--- src/verilog/ice_pkg.sv ---
`default_nettype none

package ice_pkg;

	// 20 MHz clock into 115200 baud
	localparam int clks_per_bit_default = 174;

	// Read FIFO of 16 bytes
	localparam int fifo_depth_log2 = 4;

	// Five bytes per request
	localparam int max_digits = 10;

	localparam logic [3:0] cmd_write = 4'd0;
	localparam logic [3:0] cmd_read = 4'd1;

	// Meaning of one received character
	typedef struct packed {
		logic       is_hex;
		logic [3:0] hex;
		logic       is_cmd;
		logic [3:0] cmd;
		logic       is_eol;
	} char_class_t;

	// One outgoing frame, first byte in data[39:32]
	typedef struct packed {
		logic        cmd_type;
		logic [2:0]  num_bytes;
		logic [39:0] data;
	} pint_req_t;

endpackage

`default_nettype wire

--- src/verilog/byte_fifo.sv ---
`timescale 1ns/100ps
`default_nettype none

module byte_fifo (
	input  wire        clk,
	input  wire        reset,
	input  wire  [7:0] in_data,
	input  wire        push,
	output logic [7:0] out_data,
	input  wire        pop,
	output logic       out_valid
);

	import ice_pkg::*;

	logic [7:0]                 mem [2**fifo_depth_log2];
	logic [fifo_depth_log2-1:0] wr_ptr;
	logic [fifo_depth_log2-1:0] rd_ptr;
	logic [fifo_depth_log2:0]   count;
	logic                       full;
	logic                       do_push;
	logic                       do_pop;

	// Count reaches the top bit only when full
	assign full = count[fifo_depth_log2];
	assign out_valid = (count != '0);
	assign do_push = push && !full;
	assign do_pop = pop && out_valid;

	// Head of the queue is always on the output
	assign out_data = mem[rd_ptr];

	always_ff @(posedge clk) begin
		if (do_push)
			mem[wr_ptr] <= in_data;
	end

	always_ff @(posedge clk) begin
		if (reset) begin
			wr_ptr <= '0;
			rd_ptr <= '0;
			count <= '0;
		end else begin
			wr_ptr <= wr_ptr + (fifo_depth_log2)'(do_push);
			rd_ptr <= rd_ptr + (fifo_depth_log2)'(do_pop);
			count <= count + (fifo_depth_log2 + 1)'(do_push) - (fifo_depth_log2 + 1)'(do_pop);
		end
	end

	no_push_when_full: assert property (@(posedge clk) disable iff (reset) !(push && full))
		else $error("byte_fifo: push while full, byte dropped");

	no_pop_when_empty: assert property (@(posedge clk) disable iff (reset) !(pop && !out_valid))
		else $error("byte_fifo: pop while empty");

endmodule

`default_nettype wire

--- src/verilog/char_decoder.sv ---
`timescale 1ns/100ps
`default_nettype none

module char_decoder (
	input  wire  [7:0]                in_char,
	input  wire                       in_valid,
	output ice_pkg::char_class_t      cls
);

	import ice_pkg::*;

	always_comb begin
		cls = '0;
		if (in_valid) begin
			if (in_char >= "0" && in_char <= "9") begin
				cls.is_hex = 1'b1;
				cls.hex = in_char[3:0];
			end else if ((in_char >= "a" && in_char <= "f") ||
			             (in_char >= "A" && in_char <= "F")) begin
				// Both cases share the low nibble, 1 for a/A
				cls.is_hex = 1'b1;
				cls.hex = in_char[3:0] + 4'd9;
			end

			case (in_char)
				"w": begin
					cls.is_cmd = 1'b1;
					cls.cmd = cmd_write;
				end
				"r": begin
					cls.is_cmd = 1'b1;
					cls.cmd = cmd_read;
				end
				8'h0a: cls.is_eol = 1'b1;
				default: ;
			endcase
		end
	end

endmodule

`default_nettype wire

--- src/verilog/ice_controller.sv ---
`timescale 1ns/100ps
`default_nettype none

module ice_controller #(
	parameter int clks_per_bit = ice_pkg::clks_per_bit_default
) (
	input  wire clk,
	input  wire reset,
	input  wire usb_uart_txd,
	output wire usb_uart_rxd,
	output wire pint_wrreq,
	output wire pint_wrdata,
	output wire pint_clk,
	output wire pint_resetn,
	output wire pint_rdreq,
	input  wire pint_rdrdy,
	input  wire pint_rddata
);

	import ice_pkg::*;

	typedef enum logic [1:0] {cmd_idle, cmd_collect, cmd_pad, cmd_issue} cmd_state_t;
	typedef enum logic [1:0] {rep_idle, rep_ack, rep_data, rep_eol} rep_state_t;

	logic [7:0]  rx_data;
	logic        rx_latch;
	logic [7:0]  tx_data;
	logic        tx_latch;
	logic        tx_empty;
	char_class_t cls;
	pint_req_t   req;
	logic        req_latch;
	logic        busy;
	logic [7:0]  fifo_data;
	logic        fifo_push;
	logic        rx_done;
	logic [7:0]  out_data;
	logic        out_valid;
	logic        pop;
	cmd_state_t  cmd_state;
	rep_state_t  rep_state;
	logic [39:0] hex_sr;
	logic [3:0]  digit_cnt;
	logic [2:0]  num_bytes;
	logic        is_read;
	logic [5:0]  pad_shift;

	uart #(.clks_per_bit(clks_per_bit)) i_uart (
		.clk(clk), .reset(reset),
		.rx_in(usb_uart_txd), .tx_out(usb_uart_rxd),
		.tx_latch(tx_latch), .tx_data(tx_data), .tx_empty(tx_empty),
		.rx_data(rx_data), .rx_latch(rx_latch)
	);

	char_decoder i_decoder (.in_char(rx_data), .in_valid(rx_latch), .cls(cls));

	byte_fifo i_fifo (
		.clk(clk), .reset(reset),
		.in_data(fifo_data), .push(fifo_push),
		.out_data(out_data), .pop(pop), .out_valid(out_valid)
	);

	pint_link i_pint (
		.clk(clk), .reset(reset),
		.req(req), .req_latch(req_latch), .busy(busy),
		.fifo_data(fifo_data), .fifo_push(fifo_push), .rx_done(rx_done),
		.pint_wrreq(pint_wrreq), .pint_wrdata(pint_wrdata), .pint_clk(pint_clk),
		.pint_resetn(pint_resetn), .pint_rdreq(pint_rdreq),
		.pint_rdrdy(pint_rdrdy), .pint_rddata(pint_rddata)
	);

	// Zero nibbles needed to left-justify the digits
	assign pad_shift = {4'(max_digits) - digit_cnt, 2'b00};

	assign req = '{cmd_type: is_read, num_bytes: num_bytes, data: hex_sr};
	assign req_latch = (cmd_state == cmd_pad || cmd_state == cmd_issue) &&
	                   num_bytes != 3'd0 && !busy;

	always_ff @(posedge clk) begin
		if (reset) begin
			cmd_state <= cmd_idle;
			digit_cnt <= '0;
		end else if (cls.is_cmd) begin
			// A new letter drops any partial line
			cmd_state <= cmd_collect;
			digit_cnt <= '0;
			is_read <= (cls.cmd == cmd_read);
		end else begin
			case (cmd_state)
				cmd_collect: begin
					if (cls.is_hex && digit_cnt < 4'(max_digits)) begin
						hex_sr <= {hex_sr[35:0], cls.hex};
						digit_cnt <= digit_cnt + 4'd1;
					end else if (cls.is_eol) begin
						hex_sr <= hex_sr << pad_shift;
						// Odd trailing digit is not sent
						num_bytes <= digit_cnt[3:1];
						cmd_state <= cmd_pad;
					end
				end
				cmd_pad: cmd_state <= (num_bytes == 3'd0 || !busy) ? cmd_idle : cmd_issue;
				cmd_issue: begin
					if (!busy)
						cmd_state <= cmd_idle;
				end
				default: ;
			endcase
		end
	end

	// Report is 'a', every buffered byte, then newline
	always_comb begin
		tx_latch = 1'b0;
		tx_data = 8'h00;
		pop = 1'b0;
		case (rep_state)
			rep_ack: begin
				tx_latch = tx_empty;
				tx_data = "a";
			end
			rep_data: begin
				tx_latch = tx_empty && out_valid;
				tx_data = out_data;
				pop = tx_latch;
			end
			rep_eol: begin
				tx_latch = tx_empty;
				tx_data = 8'h0a;
			end
			default: ;
		endcase
	end

	always_ff @(posedge clk) begin
		if (reset) begin
			rep_state <= rep_idle;
		end else begin
			case (rep_state)
				rep_idle: if (rx_done) rep_state <= rep_ack;
				rep_ack: if (tx_empty) rep_state <= rep_data;
				rep_data: if (!out_valid) rep_state <= rep_eol;
				default: if (tx_empty) rep_state <= rep_idle;
			endcase
		end
	end

	tx_accepted: assert property (@(posedge clk) disable iff (reset) tx_latch |=> !tx_empty)
		else $error("ice_controller: UART transmitter ignored tx_latch");

endmodule

`default_nettype wire

--- src/verilog/pint_link.sv ---
`timescale 1ns/100ps
`default_nettype none

module pint_link (
	input  wire                clk,
	input  wire                reset,
	input  wire ice_pkg::pint_req_t req,
	input  wire                req_latch,
	output logic               busy,
	output logic [7:0]         fifo_data,
	output logic               fifo_push,
	output logic               rx_done,
	output logic               pint_wrreq,
	output logic               pint_wrdata,
	output logic               pint_clk,
	output logic               pint_resetn,
	output logic               pint_rdreq,
	input  wire                pint_rdrdy,
	input  wire                pint_rddata
);

	import ice_pkg::*;

	logic                         tx_active;
	logic                         rx_active;
	logic [$bits(pint_req_t)-1:0] tx_shift;
	logic [5:0]                   tx_bits;
	logic [2:0]                   rx_bit;
	logic [7:0]                   rx_shift;

	assign busy = tx_active || rx_active;
	assign pint_wrreq = tx_active;
	assign pint_wrdata = tx_active && tx_shift[$bits(pint_req_t)-1];
	assign pint_rdreq = rx_active;
	assign fifo_data = rx_shift;

	// Chip reset follows ours, one cycle late
	always_ff @(posedge clk) begin
		pint_resetn <= !reset;
	end

	// PINT_CLK runs at clk/2, only while a transfer is active
	always_ff @(posedge clk) begin
		fifo_push <= 1'b0;
		rx_done <= 1'b0;
		if (reset) begin
			tx_active <= 1'b0;
			rx_active <= 1'b0;
			pint_clk <= 1'b0;
			tx_bits <= '0;
			rx_bit <= '0;
		end else if (req_latch) begin
			tx_active <= 1'b1;
			pint_clk <= 1'b0;
			tx_shift <= req;
			// cmd_type plus num_bytes, then the bytes
			tx_bits <= 6'd4 + {req.num_bytes, 3'b000};
		end else if (tx_active) begin
			pint_clk <= !pint_clk;
			if (pint_clk) begin
				tx_shift <= tx_shift << 1;
				tx_bits <= tx_bits - 6'd1;
				if (tx_bits == 6'd1)
					tx_active <= 1'b0;
			end
		end else if (rx_active) begin
			if (pint_clk) begin
				pint_clk <= 1'b0;
			end else if (rx_bit == 3'd0 && !pint_rdrdy) begin
				// Chip is done, only checked between bytes
				rx_active <= 1'b0;
				rx_done <= 1'b1;
			end else begin
				pint_clk <= 1'b1;
				rx_shift <= {rx_shift[6:0], pint_rddata};
				rx_bit <= rx_bit + 3'd1;
				fifo_push <= (rx_bit == 3'd7);
			end
		end else if (pint_rdrdy) begin
			rx_active <= 1'b1;
			rx_bit <= '0;
		end
	end

	req_only_when_idle: assert property (@(posedge clk) disable iff (reset) req_latch |-> !busy)
		else $error("pint_link: req_latch while busy");

endmodule

`default_nettype wire

--- src/verilog/uart.sv ---
`timescale 1ns/100ps
`default_nettype none

module uart #(
	parameter int clks_per_bit = ice_pkg::clks_per_bit_default
) (
	input  wire        clk,
	input  wire        reset,
	input  wire        rx_in,
	output logic       tx_out,
	input  wire        tx_latch,
	input  wire  [7:0] tx_data,
	output logic       tx_empty,
	output logic [7:0] rx_data,
	output logic       rx_latch
);

	localparam int cnt_w = $clog2(clks_per_bit);

	typedef enum logic [1:0] {rx_idle, rx_start, rx_bits, rx_stop} rx_state_t;

	rx_state_t        rx_state;
	logic             rx_meta;
	logic             rx_sync;
	logic [cnt_w-1:0] rx_cnt;
	logic [2:0]       rx_bit;
	logic [9:0]       tx_shift;
	logic [3:0]       tx_bits;
	logic [cnt_w-1:0] tx_cnt;

	// Line idles high
	always_ff @(posedge clk) begin
		if (reset) begin
			rx_meta <= 1'b1;
			rx_sync <= 1'b1;
		end else begin
			rx_meta <= rx_in;
			rx_sync <= rx_meta;
		end
	end

	always_ff @(posedge clk) begin
		rx_latch <= 1'b0;
		if (reset) begin
			rx_state <= rx_idle;
			rx_cnt <= '0;
			rx_bit <= '0;
		end else if (rx_state == rx_idle) begin
			// Half a bit to land in the middle of the start bit
			if (!rx_sync) begin
				rx_cnt <= cnt_w'(clks_per_bit / 2);
				rx_state <= rx_start;
			end
		end else if (rx_cnt != '0) begin
			rx_cnt <= rx_cnt - 1'b1;
		end else begin
			rx_cnt <= cnt_w'(clks_per_bit - 1);
			case (rx_state)
				rx_start: begin
					rx_bit <= '0;
					rx_state <= rx_sync ? rx_idle : rx_bits;
				end
				rx_bits: begin
					// LSB first
					rx_data <= {rx_sync, rx_data[7:1]};
					rx_bit <= rx_bit + 3'd1;
					if (rx_bit == 3'd7)
						rx_state <= rx_stop;
				end
				default: begin
					// Framing error drops the byte
					rx_latch <= rx_sync;
					rx_state <= rx_idle;
				end
			endcase
		end
	end

	always_ff @(posedge clk) begin
		if (reset) begin
			tx_shift <= '1;
			tx_bits <= '0;
			tx_cnt <= '0;
			tx_empty <= 1'b1;
		end else if (tx_latch) begin
			tx_shift <= {1'b1, tx_data, 1'b0};
			tx_bits <= 4'd10;
			tx_cnt <= cnt_w'(clks_per_bit - 1);
			tx_empty <= 1'b0;
		end else if (!tx_empty) begin
			if (tx_cnt != '0) begin
				tx_cnt <= tx_cnt - 1'b1;
			end else begin
				tx_shift <= {1'b1, tx_shift[9:1]};
				tx_cnt <= cnt_w'(clks_per_bit - 1);
				tx_bits <= tx_bits - 4'd1;
				if (tx_bits == 4'd1)
					tx_empty <= 1'b1;
			end
		end
	end

	assign tx_out = tx_shift[0];

endmodule

`default_nettype wire
--- config.mk ---
export PLATFORM = sky130hd
export DESIGN_NAME = ice_controller
export DESIGN_NICKNAME = d
export VERILOG_FILES = /design/src/verilog/ice_pkg.sv /design/src/verilog/byte_fifo.sv /design/src/verilog/char_decoder.sv /design/src/verilog/ice_controller.sv /design/src/verilog/pint_link.sv /design/src/verilog/uart.sv
export SDC_FILE = /design/constraint.sdc
export NUM_CORES = 1
export LEC_CHECK = 0
export BUFFER_PORTS_ARGS = -buffer_cell sky130_fd_sc_hd__buf_2
export CAP_MARGIN = 20
export CORE_MARGIN = 4
export CORE_UTILIZATION = 54
export CTS_CLUSTER_SIZE = 14
export DETAILED_ROUTE_END_ITERATION = 6
export HOLD_SLACK_MARGIN = 0.02
export PLACE_DENSITY = 0.69
export SETUP_SLACK_MARGIN = 0.02
export SYNTH_ARGS = -nofsm -noshare
export SYNTH_HDL_FRONTEND = slang
export SYNTH_SLANG_ARGS = --single-unit
--- constraint.sdc ---
create_clock -name clk -period 4.5 [get_ports clk]
set_clock_uncertainty 0.15 [all_clocks]
set_input_delay 0.675 -clock clk [delete_from_list [all_inputs] [get_ports clk]]
set_output_delay 0.675 -clock clk [all_outputs]
set_load 0.03 [all_outputs]
==> flow_metrics.tcl, run 1 <==
set metrics [dict create \
    cts_num_sinks 306 \
    htree_depth 2 \
    most_area_hungry_cell_type_in_the_yosys_netlist "edfxtp_1" \
    clkSlewWorstSetupHoldPaths_ns 0.06 \
    required_ns 4.54 \
    hold_path_end "i_pint.fifo_data[0]$_DFFE_PP_" \
    postSynthCellCount 1200 \
    yosys_register_bits 306 \
    mappedNetlistArea_um2 14250 \
    grt_usage_pct 20.67 \
    crit_family "compound AO/OA/AOI/OAI gates" \
    clock_tree.buffer_depth 3 \
    postSynthAreaPerCell_um2 11.88 \
    rrSetupSlack_ns 1.22 \
    grt_antenna_before_repair 0 \
    core-area_um2 25980 \
    timing.rr.end "hex_sr[34]$_DFFE_PP_" \
    syn2layout_area_growth_pct 11.36 \
    wl_met3_um 1862 \
    timing.critical_path.slowest_cell_delay_ns 0.54 \
    leading_register_cell_type_out_of_synthesis "edfxtp_1" \
    io_pins 11 \
    routed_via_density 5.947 \
    port-buffer-count 10 \
    route.detailed.drc 0 \
    tightest_slew_ns 1.129 \
    grt_overflow 0 \
    seq_area_frac_synth_pct 59.27 \
    routabilityCongestion 0.8170 \
    asyncSetResetFlopFracSynth_pct 0 \
    arrival_ns 3.32 \
    cts.hold.buffers_added 0 \
    yosys.area.top_type_share_pct 48.88 \
    hold-path-cell-count 1 \
    routed-via-count 9272 \
    finalHoldViolCount 0 \
    post_cts_resize_count 0 \
    cp.buffers_inverters 1 \
    biggest_fanout_along_the_worst_timing_path 20 \
    timing.final.max_slew_violations 0 \
    tns_ns 0 \
    cts_setup_buffers 0 \
    synth.area.top_cells "edfxtp_1 49%, dfxtp_1 10%, mux4_2 6.0%, nand2_1 5.8%, ha_1 3.3%" \
    power.leakage_nw 5.459 \
    antennaDiodeCount 0 \
    critPathSlowestCell "a2111o_1" \
    pwr_density_cell_nw_per_um2 419.5 \
    vdd_ir_drop_max_mv 0.3249 \
    met2_wirelength_um 13900 \
    synth_warnings 0 \
    grt_first_pass_wirelength_um 48300 \
    yosys-top-cells-count "232 x edfxtp_1, 220 x nand2_1, 91 x nor2_1" \
    cp_cell_sequence "inv_1 > ha_1 > o21bai_1 > a2111o_1 > a21o_1 > a21oi_4 > and2_1" \
    wl_um 29640 \
    first_pass_iters 5 \
    rr_startpoint "i_uart.rx_data[1]$_DFFE_PP_" \
    maxClockFrequency_mhz 304.9 \
    min-delay-path-class "primary input to flip-flop" \
    r2r.worst_path.cells 7 \
    post_drt_wl_per_cell_um 19.01 \
    uppermost_layer_routed "met4" \
    clock_root_cell "clkbuf_16" \
    synth_edf_count 232 \
    timing.slew.headroom_pct 22.78 \
    drive_gt1_share_pct 12.75 \
    floorplan.initialDensity_pct 54.85 \
    rsz0062_at_grt "false" \
    worstSetupStartpointType "flip-flop" \
    count_of_antenna_violating_nets_left_after_detailed_routing 0 \
    die_y_um 170.5 \
    layout.nets 1243 \
    tritoncts "yes" \
    yosysMostFrequentCell "edfxtp_1" \
    grt_max_degree 58 \
    outcome "completed" \
    die_area_um2 29060 \
    detailedPlacementHpwl_um 18600 \
    drt_first_iter_violations 903 \
    worstSkewPairLatency_ns 0.53 \
    utilization_pct 61.08 \
    die_x_um 170.5 \
    core.rowCount 59 \
    synth_nets 1244 \
    drv_cap 0 \
    worst-setup-path-type "flip-flop to flip-flop" \
    route.layer.met1.wl_um 13400 \
    first_global_vias 8840 \
    cts_made_buffers 34 \
    critical_path.startpoint "i_uart.rx_data[1]$_DFFE_PP_" \
    timing.final.crit_period_ns 3.280 \
    post_synth_num_cell_types 72 \
    setup_viol_count_final 0 \
    timing.critical_path.to_type "flip-flop" \
    fin_crit_sh_pct 72.88 \
    hold_start "pint_rddata" \
]
registers in the layout (all words and copies together), names as in the netlist, 2 cells and up:
signal	count
i_pint.tx_shift	44
i_uart.rx_cnt	8
i_pint.tx_bits	6
hex_sr	40
i_uart.tx_cnt	8
i_pint.fifo_data	8
rep_state	2
digit_cnt	4
i_pint.rx_bit	3
i_fifo.wr_ptr	4
cmd_state	2
i_uart.rx_data	8
i_uart.rx_state	2
i_uart.rx_bit	3
i_uart.tx_bits	4
i_uart.tx_shift	9
num_bytes	3
i_fifo.count	5
i_fifo.mem	128
i_fifo.rd_ptr	4
per-layer routing:
layer | up-vias | global-route usage (%)
met3 | 40 | 4.251
met4 | 0 | 4.444
met1 | 4537 | 29.80
met2 | 275 | 32.87
met5 | - | 0
li1 | 4420 | -
area by class of cell:
| cell class | count | area (µm²) |
|---|---|---|
| clock buffer | 44 | 938.4 |
| clock inverter | 17 | 257.7 |
| fill | 2017 | 10110 |
| inverter | 34 | 127.6 |
| multi-input combinational | 793 | 5465 |
| sequential | 306 | 8451 |
| tap | 335 | 419.2 |
| timing repair buffer | 30 | 212.7 |
worst reg2reg max path: stages, from the launching register on:
cell      delay, ns
edfxtp_1       0.46
inv_1          0.13
ha_1           0.17
o21bai_1       0.08
a2111o_1       0.54
a21o_1         0.45
a21oi_4        0.54
and2_1         0.42
worst max-delay path by stage:
stage	cells after the start	slack (ns)	to
6_report	7	1.22	hex_sr[34]$_DFFE_PP_
5_1_grt	7	1.01	hex_sr[34]$_DFFE_PP_
4_1_cts	7	1.19	hex_sr[34]$_DFFE_PP_
3_5_place_dp	7	1.21	hex_sr[33]$_DFFE_PP_
3_3_place_gp	7	1.30	hex_sr[39]$_DFFE_PP_
2_1_floorplan	10	0.07	hex_sr[32]$_DFFE_PP_
report_power, final:
group	switching [mW]	internal, mW	total [mW]
combinational	0.306	0.246	0.552
clock	1.13	1.78	2.91
sequential	0.0971	3.10	3.19
kinds of logic (layout without fill, tap and decap cells):
family | count (synthesis) | count (layout) | share of synthesized area [%]
AOI/OAI and AO/OA | 185 | 185 | 8.630
and+or+nand+nor | 456 | 456 | 14.61
muxes | 86 | 86 | 9.499
adders and majority gates | 39 | 39 | 3.476
DFF | 306 | 306 | 59.27
buffers and inverters | 101 | 125 | 2.801
xor gates and xnor gates | 27 | 27 | 1.712
metrics by stage:
stage               worst slack, ns  hold slack [ns]  total power [mW]  instances  instance area [µm²]
floorplan                   0.07085           0.2395             3.675       1200                14250
global placement              1.305           0.2473             3.786       1498                14680
detailed placement            1.210           0.2578             3.796       1498                14680
CTS                           1.186           0.1639             6.695       1559                15870
global route                  1.008           0.1576             6.927       1559                15870
finish                        1.220           0.1728             6.658       1559                15870
cell usage in the layout (no fill, tap or decap), types with 19 or more instances in the layout:
cell type	Yosys	layout
nor2_1	91	91
mux2i_1	34	34
dfxtp_1	74	72
nor3_1	28	26
nand2_1	220	220
a21oi_1	57	54
buf_4	0	19
nand3_1	30	30
edfxtp_1	232	232
o31ai_1	23	23
inv_1	33	33
mux4_2	38	38
ha_1	38	37
clkbuf_16	0	34
o21ai_0	27	27
Power figures use the tool's default switching activity.
==> run 2: changes to the inputs <==
--- a/config.mk
+++ b/config.mk
@@ -5,6 +5,7 @@
 export SDC_FILE = /design/constraint.sdc
 export NUM_CORES = 1
 export LEC_CHECK = 0
+export ABC_AREA = 1
 export BUFFER_PORTS_ARGS = -buffer_cell sky130_fd_sc_hd__buf_2
 export CAP_MARGIN = 20
 export CORE_MARGIN = 4
==> constraint.sdc (replaced) <==
create_clock -name clk -period 2.8 [get_ports clk]
set_clock_uncertainty 0.15 [all_clocks]
set_input_delay 0.42 -clock clk [delete_from_list [all_inputs] [get_ports clk]]
set_output_delay 0.42 -clock clk [all_outputs]
set_load 0.03 [all_outputs]
==> flow_metrics.tcl, run 2 <==
set metrics [dict create \
    biggest_fanout_along_the_worst_timing_path 5 \
    worstSetupStartpointType "flip-flop" \
    routed_via_density 5.426 \
    first_pass_iters 5 \
    maxClockFrequency_mhz 385.8 \
    die_y_um 173.0 \
    cts_setup_buffers 0 \
    drive_gt1_share_pct 8.419 \
    drv_cap 0 \
    postSynthAreaPerCell_um2 9.129 \
    asyncSetResetFlopFracSynth_pct 0 \
    pwr-share-clk_pct 37.0 \
    routabilityCongestion 0.9066 \
    synth.area.top_cells "edfxtp_1 47%, nand2_1 11%, dfxtp_1 10%, o21ai_0 5.6%, inv_1 4.6%" \
    grt_max_degree 81 \
    floorplan.initialDensity_pct 54.69 \
    timing.critical_path.to_type "flip-flop" \
    grt_first_pass_wirelength_um 53180 \
    post-place-ws_ns 0.1606 \
    top_regs "i_fifo.mem: 128 flops, i_pint.tx_shift: 44 flops, hex_sr: 40 flops" \
    core-area_um2 26880 \
    syn2layout_area_growth_pct 11.30 \
    clock_tree.buffer_depth 3 \
    postSynthCellCount 1610 \
    grt_overflow 0 \
    finalHoldViolCount 0 \
    power.leakage_nw 6.529 \
    die_x_um 173.0 \
    final_cell_count_no_fill 1992 \
    cts_made_buffers 35 \
    arrival_ns 2.83 \
    grt_antenna_before_repair 0 \
    layout.area.seq_um2 8452 \
    grt_usage_pct 21.54 \
    yosys-top-cells-count "429 x nand2_1, 232 x edfxtp_1, 182 x inv_1" \
    vdd_ir_drop_max_mv 0.5499 \
    seq_area_frac_synth_pct 57.48 \
    core.rowCount 60 \
    worstSkewPairLatency_ns 0.51 \
    most_flops_register "i_fifo.mem" \
    outcome "completed" \
    numPlacedInstances 1926 \
    min-delay-path-class "primary input to flip-flop" \
    port-buffer-count 10 \
    post_drt_wl_per_cell_um 16.44 \
    route.detailed.drc 0 \
    die_area_um2 29920 \
    detailedPlacementHpwl_um 21750 \
    tns_ns 0 \
    yosysMostFrequentCell "nand2_1" \
    swShare_pct 28.94 \
    rsz0062_at_grt "false" \
    htree_depth 2 \
    yosys_register_bits 306 \
    synth_edf_count 232 \
    mostFrequentLayoutCells "429 x nand2_1, 232 x edfxtp_1, 182 x inv_1" \
    required_ns 3.04 \
    clock_root_cell "clkbuf_16" \
    count_of_antenna_violating_nets_left_after_detailed_routing 0 \
    pwr_density_cell_nw_per_um2 751.6 \
    synth_warnings 0 \
    setup_viol_count_final 0 \
    drt_first_iter_violations 733 \
    fin_crit_sh_pct 92.56 \
    power_frac_seq_pct 43.2 \
    io_pins 11 \
    leading_register_cell_type_out_of_synthesis "edfxtp_1" \
    post_synth_num_cell_types 50 \
    utilization_pct 60.87 \
    p_int_mw 8.738 \
    clkSlewWorstSetupHoldPaths_ns 0.06 \
    largest_reg_flops 128 \
    tritoncts "yes" \
    mappedNetlistArea_um2 14700 \
    timing.final.crit_period_ns 2.592 \
    most_area_hungry_cell_type_in_the_yosys_netlist "edfxtp_1" \
    layout_setup_ws_ns 0.2082 \
    layout_commonest_cell "nand2_1" \
    yosys.area.top_type_share_pct 47.40 \
    layout.nets 1668 \
    timing.final.max_slew_violations 0 \
    worst-setup-path-type "flip-flop to flip-flop" \
    first_global_vias 10430 \
    fillers 2210 \
    wl_um 32760 \
    multi_input_area_um2 5194 \
    synth_nets 1654 \
    tightest_slew_ns 0.7871 \
    power_frac_comb_pct 19.8 \
    power_switching_mw 3.558 \
    routed-via-count 10810 \
    timing.slew.headroom_pct 47.53 \
    antennaDiodeCount 0 \
    cts_num_sinks 306 \
]
run 2: cell count changes in the layout (fill, tap and decap cells not counted), moves of 16 or more:
cell      previous run  this run
nand2_1            220       429
o31ai_1             23         1
o211ai_1             2        18
mux2i_1             34         0
o21ai_0             27       163
nand3_1             30       119
nor2_1              91       113
inv_1               33       182
mux4_2              38         0
run 2: critical path, cell delays in order, from the launching register on:
cell	delay (ns)
dfxtp_2	0.37
inv_1	0.10
ha_1	0.26
nand2_1	0.12
nor2_1	0.07
ha_1	0.27
inv_1	0.04
ha_1	0.21
fa_1	0.41
a21oi_1	0.15
o21ai_0	0.11
o21ai_0	0.16
a21oi_1	0.06
run 2: worst paths after layout:
kind	start	endpoint	slack (ns)	cells after the start
setup reg to reg	rep_state[0]$_SDFFE_PP0P_	i_fifo.count[4]$_SDFF_PP0_	0.21	12
hold reg to reg	i_uart.rx_meta$_SDFF_PP1_	i_uart.rx_sync$_SDFF_PP1_	0.26	1
setup / recovery	rep_state[0]$_SDFFE_PP0P_	i_fifo.count[4]$_SDFF_PP0_	0.21	12
hold / removal	pint_rdrdy	i_pint.pint_rdreq$_SDFFE_PP0P_	0.08	3
run 2: final cells by class:
cell class | instances | share of cell area, %
clock buffers | 47 | 5.881
clock inverters | 17 | 1.224
inverters | 195 | 4.474
multi-input cells | 1041 | 31.75
flip-flops and latches | 306 | 51.66
well taps | 341 | 2.608
repair buffers | 45 | 2.402
run 2: cells by family (layout without fill, tap and decap cells):
kind of cell    count (synthesis)  count (layout)  synth area share (%)
simple gates                  711             711                 20.25
flops                         306             306                 57.48
compound gates                277             277                 10.69
buf+inv                       263             304                 7.321
fa+ha+maj                      39              39                 3.371
xor+xnor                       14              14                0.8854
run 2: repair_timing:
| action | 4_1_cts | 5_1_grt |
|---|---|---|
| gates resized for setup | 0 | 1 |
| hold endpoints to repair | 2 | 0 |
| hold buffers | 2 | 0 |
| setup endpoints to repair | 0 | 1 |
run 2: power by group through the flow:
stage                     Combinational [mW]  Clock (mW)  Sequential (mW)
after floorplan                         1.90           0             5.37
after global placement                  2.35           0             5.40
after detailed placement                2.41           0             5.41
after CTS                               2.44        4.64             5.31
after global routing                    2.81        4.82             5.35
final                                   2.43        4.55             5.32
run 2: per-layer routing:
layer / GRT usage (%) / vias to the layer above / share of wire (%)
met2: 38.10 / 313 / 50
met1: 27.29 / 5018 / 42
li1: - / 5407 / -
met3: 2.733 / 71 / 4.7
met4: 7.848 / 0 / 3.0
met5: 0 / - / 0
run 2: stage by stage:
step	power, mW	hold slack [ns]	area [µm²]
floorplan	7.266	0.2395	14700
detailed placement	7.817	0.2548	15180
global route	12.98	0.07968	16360
global placement	7.749	0.2437	15180
finish	12.30	0.07821	16360
CTS	12.39	0.05850	16360
==> run 3: changes to the inputs <==
--- a/config.mk
+++ b/config.mk
@@ -12,8 +12,10 @@
 export CORE_UTILIZATION = 54
 export CTS_CLUSTER_SIZE = 14
 export DETAILED_ROUTE_END_ITERATION = 6
+export GPL_TIMING_DRIVEN = 1
 export HOLD_SLACK_MARGIN = 0.02
 export PLACE_DENSITY = 0.69
+export RECOVER_POWER = 25
 export SETUP_SLACK_MARGIN = 0.02
 export SYNTH_ARGS = -nofsm -noshare
 export SYNTH_HDL_FRONTEND = slang
==> flow_metrics.tcl, run 3 (synthesis results as in run 2) <==
set metrics [dict create \
    maxClockFrequency_mhz 385.7 \
    cp.buffers_inverters 2 \
    grt_antenna_before_repair 0 \
    finalHoldViolCount 0 \
    mostFrequentLayoutCells "429 x nand2_1, 232 x edfxtp_1, 182 x inv_1" \
    critPathSlowestCell "fa_1" \
    antennaDiodeCount 0 \
    arrival_ns 2.83 \
    crit_family "adder cells" \
    grt_usage_pct 21.54 \
    layout.nets 1668 \
    vdd_ir_drop_max_mv 0.5498 \
    detailedPlacementHpwl_um 21750 \
    die_y_um 173.0 \
    first_global_vias 10430 \
    worst-setup-path-type "flip-flop to flip-flop" \
    cts_setup_buffers 0 \
    grt_overflow 0 \
    die_x_um 173.0 \
    grt_first_pass_wirelength_um 53180 \
    min-delay-path-class "primary input to flip-flop" \
    drive_gt1_share_pct 8.298 \
    wl_um 32760 \
    grt_max_degree 81 \
    cpMostUsedCell "ha_1" \
    power.leakage_nw 6.522 \
    rsz0062_at_grt "false" \
    core.rowCount 60 \
    drv_cap 0 \
    setup_viol_count_final 0 \
    cts_num_sinks 306 \
    timing.critical_path.slowest_cell_delay_ns 0.41 \
    cp_cell_sequence "inv_1 > ha_1 > nand2_1 > nor2_1 > ha_1 > inv_1 > ha_1 > fa_1 > a21oi_1 > o21ai_0 > o21ai_0 > a21oi_1" \
    routabilityCongestion 0.9066 \
    first_pass_iters 5 \
    htree_depth 2 \
    floorplan.initialDensity_pct 54.69 \
    layout_commonest_cell "nand2_1" \
    outcome "completed" \
    clock_root_cell "clkbuf_16" \
    tns_ns 0 \
    syn2layout_area_growth_pct 11.27 \
    biggest_fanout_along_the_worst_timing_path 5 \
    cts_made_buffers 35 \
    rrSetupSlack_ns 0.21 \
    tightest_slew_ns 0.7860 \
    port-buffer-count 10 \
    required_ns 3.04 \
    power.total_mw 12.30 \
    pwr_density_cell_nw_per_um2 751.9 \
    die_area_um2 29920 \
    clock_tree.buffer_depth 3 \
    most_flops_register "i_fifo.mem" \
    post_drt_wl_per_cell_um 16.45 \
    top_regs "i_fifo.mem: 128 flops, i_pint.tx_shift: 44 flops, hex_sr: 40 flops" \
    post-place-ws_ns 0.1606 \
    fillers 2209 \
    fin_crit_sh_pct 92.60 \
    largest_reg_flops 128 \
    worstSetupStartpointType "flip-flop" \
    timing.slew.headroom_pct 47.60 \
    layout_setup_ws_ns 0.2073 \
    routed_via_density 5.432 \
    tritoncts "yes" \
    io_pins 11 \
    timing.final.max_slew_violations 0 \
    clkSlewWorstSetupHoldPaths_ns 0.06 \
    count_of_antenna_violating_nets_left_after_detailed_routing 0 \
    timing.final.crit_period_ns 2.593 \
    worstSkewPairLatency_ns 0.51 \
    timing.critical_path.to_type "flip-flop" \
    drt_first_iter_violations 737 \
    route.detailed.drc 0 \
    core-area_um2 26880 \
    routed-via-count 10820 \
]
-- run 3: worst register-to-register path, cell delays in order, from the launching register on --
cell and delay, ns:
dfxtp_2 0.37, inv_1 0.10, ha_1 0.26, nand2_1 0.12
nor2_1 0.07, ha_1 0.27, inv_1 0.04, ha_1 0.21
fa_1 0.41, a21oi_1 0.15, o21ai_0 0.11, o21ai_0 0.16
a21oi_1 0.06
-- run 3: final cells by class --
type                       count  area [µm²]  area share (%)
timing repair buffer          45       387.9           2.372
clock inverter                17       200.2           1.224
inverter                     195       732.0           4.476
clock buffer                  47       962.2           5.883
tap                          341       426.7           2.609
multi-input combinational   1041        5194           31.76
sequential                   306        8452           51.68
-- run 3: power by group --
part | internal (mW) | total [mW] | switching (mW)
clock | 2.80 | 4.55 | 1.75
combinational | 0.831 | 2.43 | 1.60
sequential | 5.11 | 5.32 | 0.208
-- run 3: path summary, 6_finish.rpt --
| check | cells past startpoint | from | to |
|---|---|---|---|
| worst min register to register | 1 | i_uart.rx_meta$_SDFF_PP1_ | i_uart.rx_sync$_SDFF_PP1_ |
| worst max register to register | 12 | rep_state[0]$_SDFFE_PP0P_ | i_fifo.count[4]$_SDFF_PP0_ |
| worst max-delay path | 12 | rep_state[0]$_SDFFE_PP0P_ | i_fifo.count[4]$_SDFF_PP0_ |
| worst min-delay path | 3 | pint_rdrdy | i_pint.pint_rdreq$_SDFFE_PP0P_ |
-- run 3: per-stage QoR --
step / instances / cell area (µm²) / util, % / hold WS (ns)
4_1_cts: 1992 / 16360 / 60.87 / 0.05850
3_3_place_gp: 1926 / 15180 / 56.47 / 0.2437
6_report: 1992 / 16350 / 60.85 / 0.07822
2_1_floorplan: 1610 / 14700 / - / 0.2395
5_1_grt: 1992 / 16350 / 60.85 / 0.07968
3_5_place_dp: 1926 / 15180 / 56.47 / 0.2548
-- run 3: routing by layer --
layer	up-vias	track usage [%]	wire length (µm)
li1	5409	-	-
met1	5034	27.29	13810
met2	307	38.10	16450
met3	71	2.733	1509
met4	0	7.848	992
met5	-	0	0
-- run 3: what timing repair did --
item                       CTS  global route
resized for setup            0             1
hold endpoints to repair     2             0
setup endpoints to repair    0             1
hold buffers                 2             0
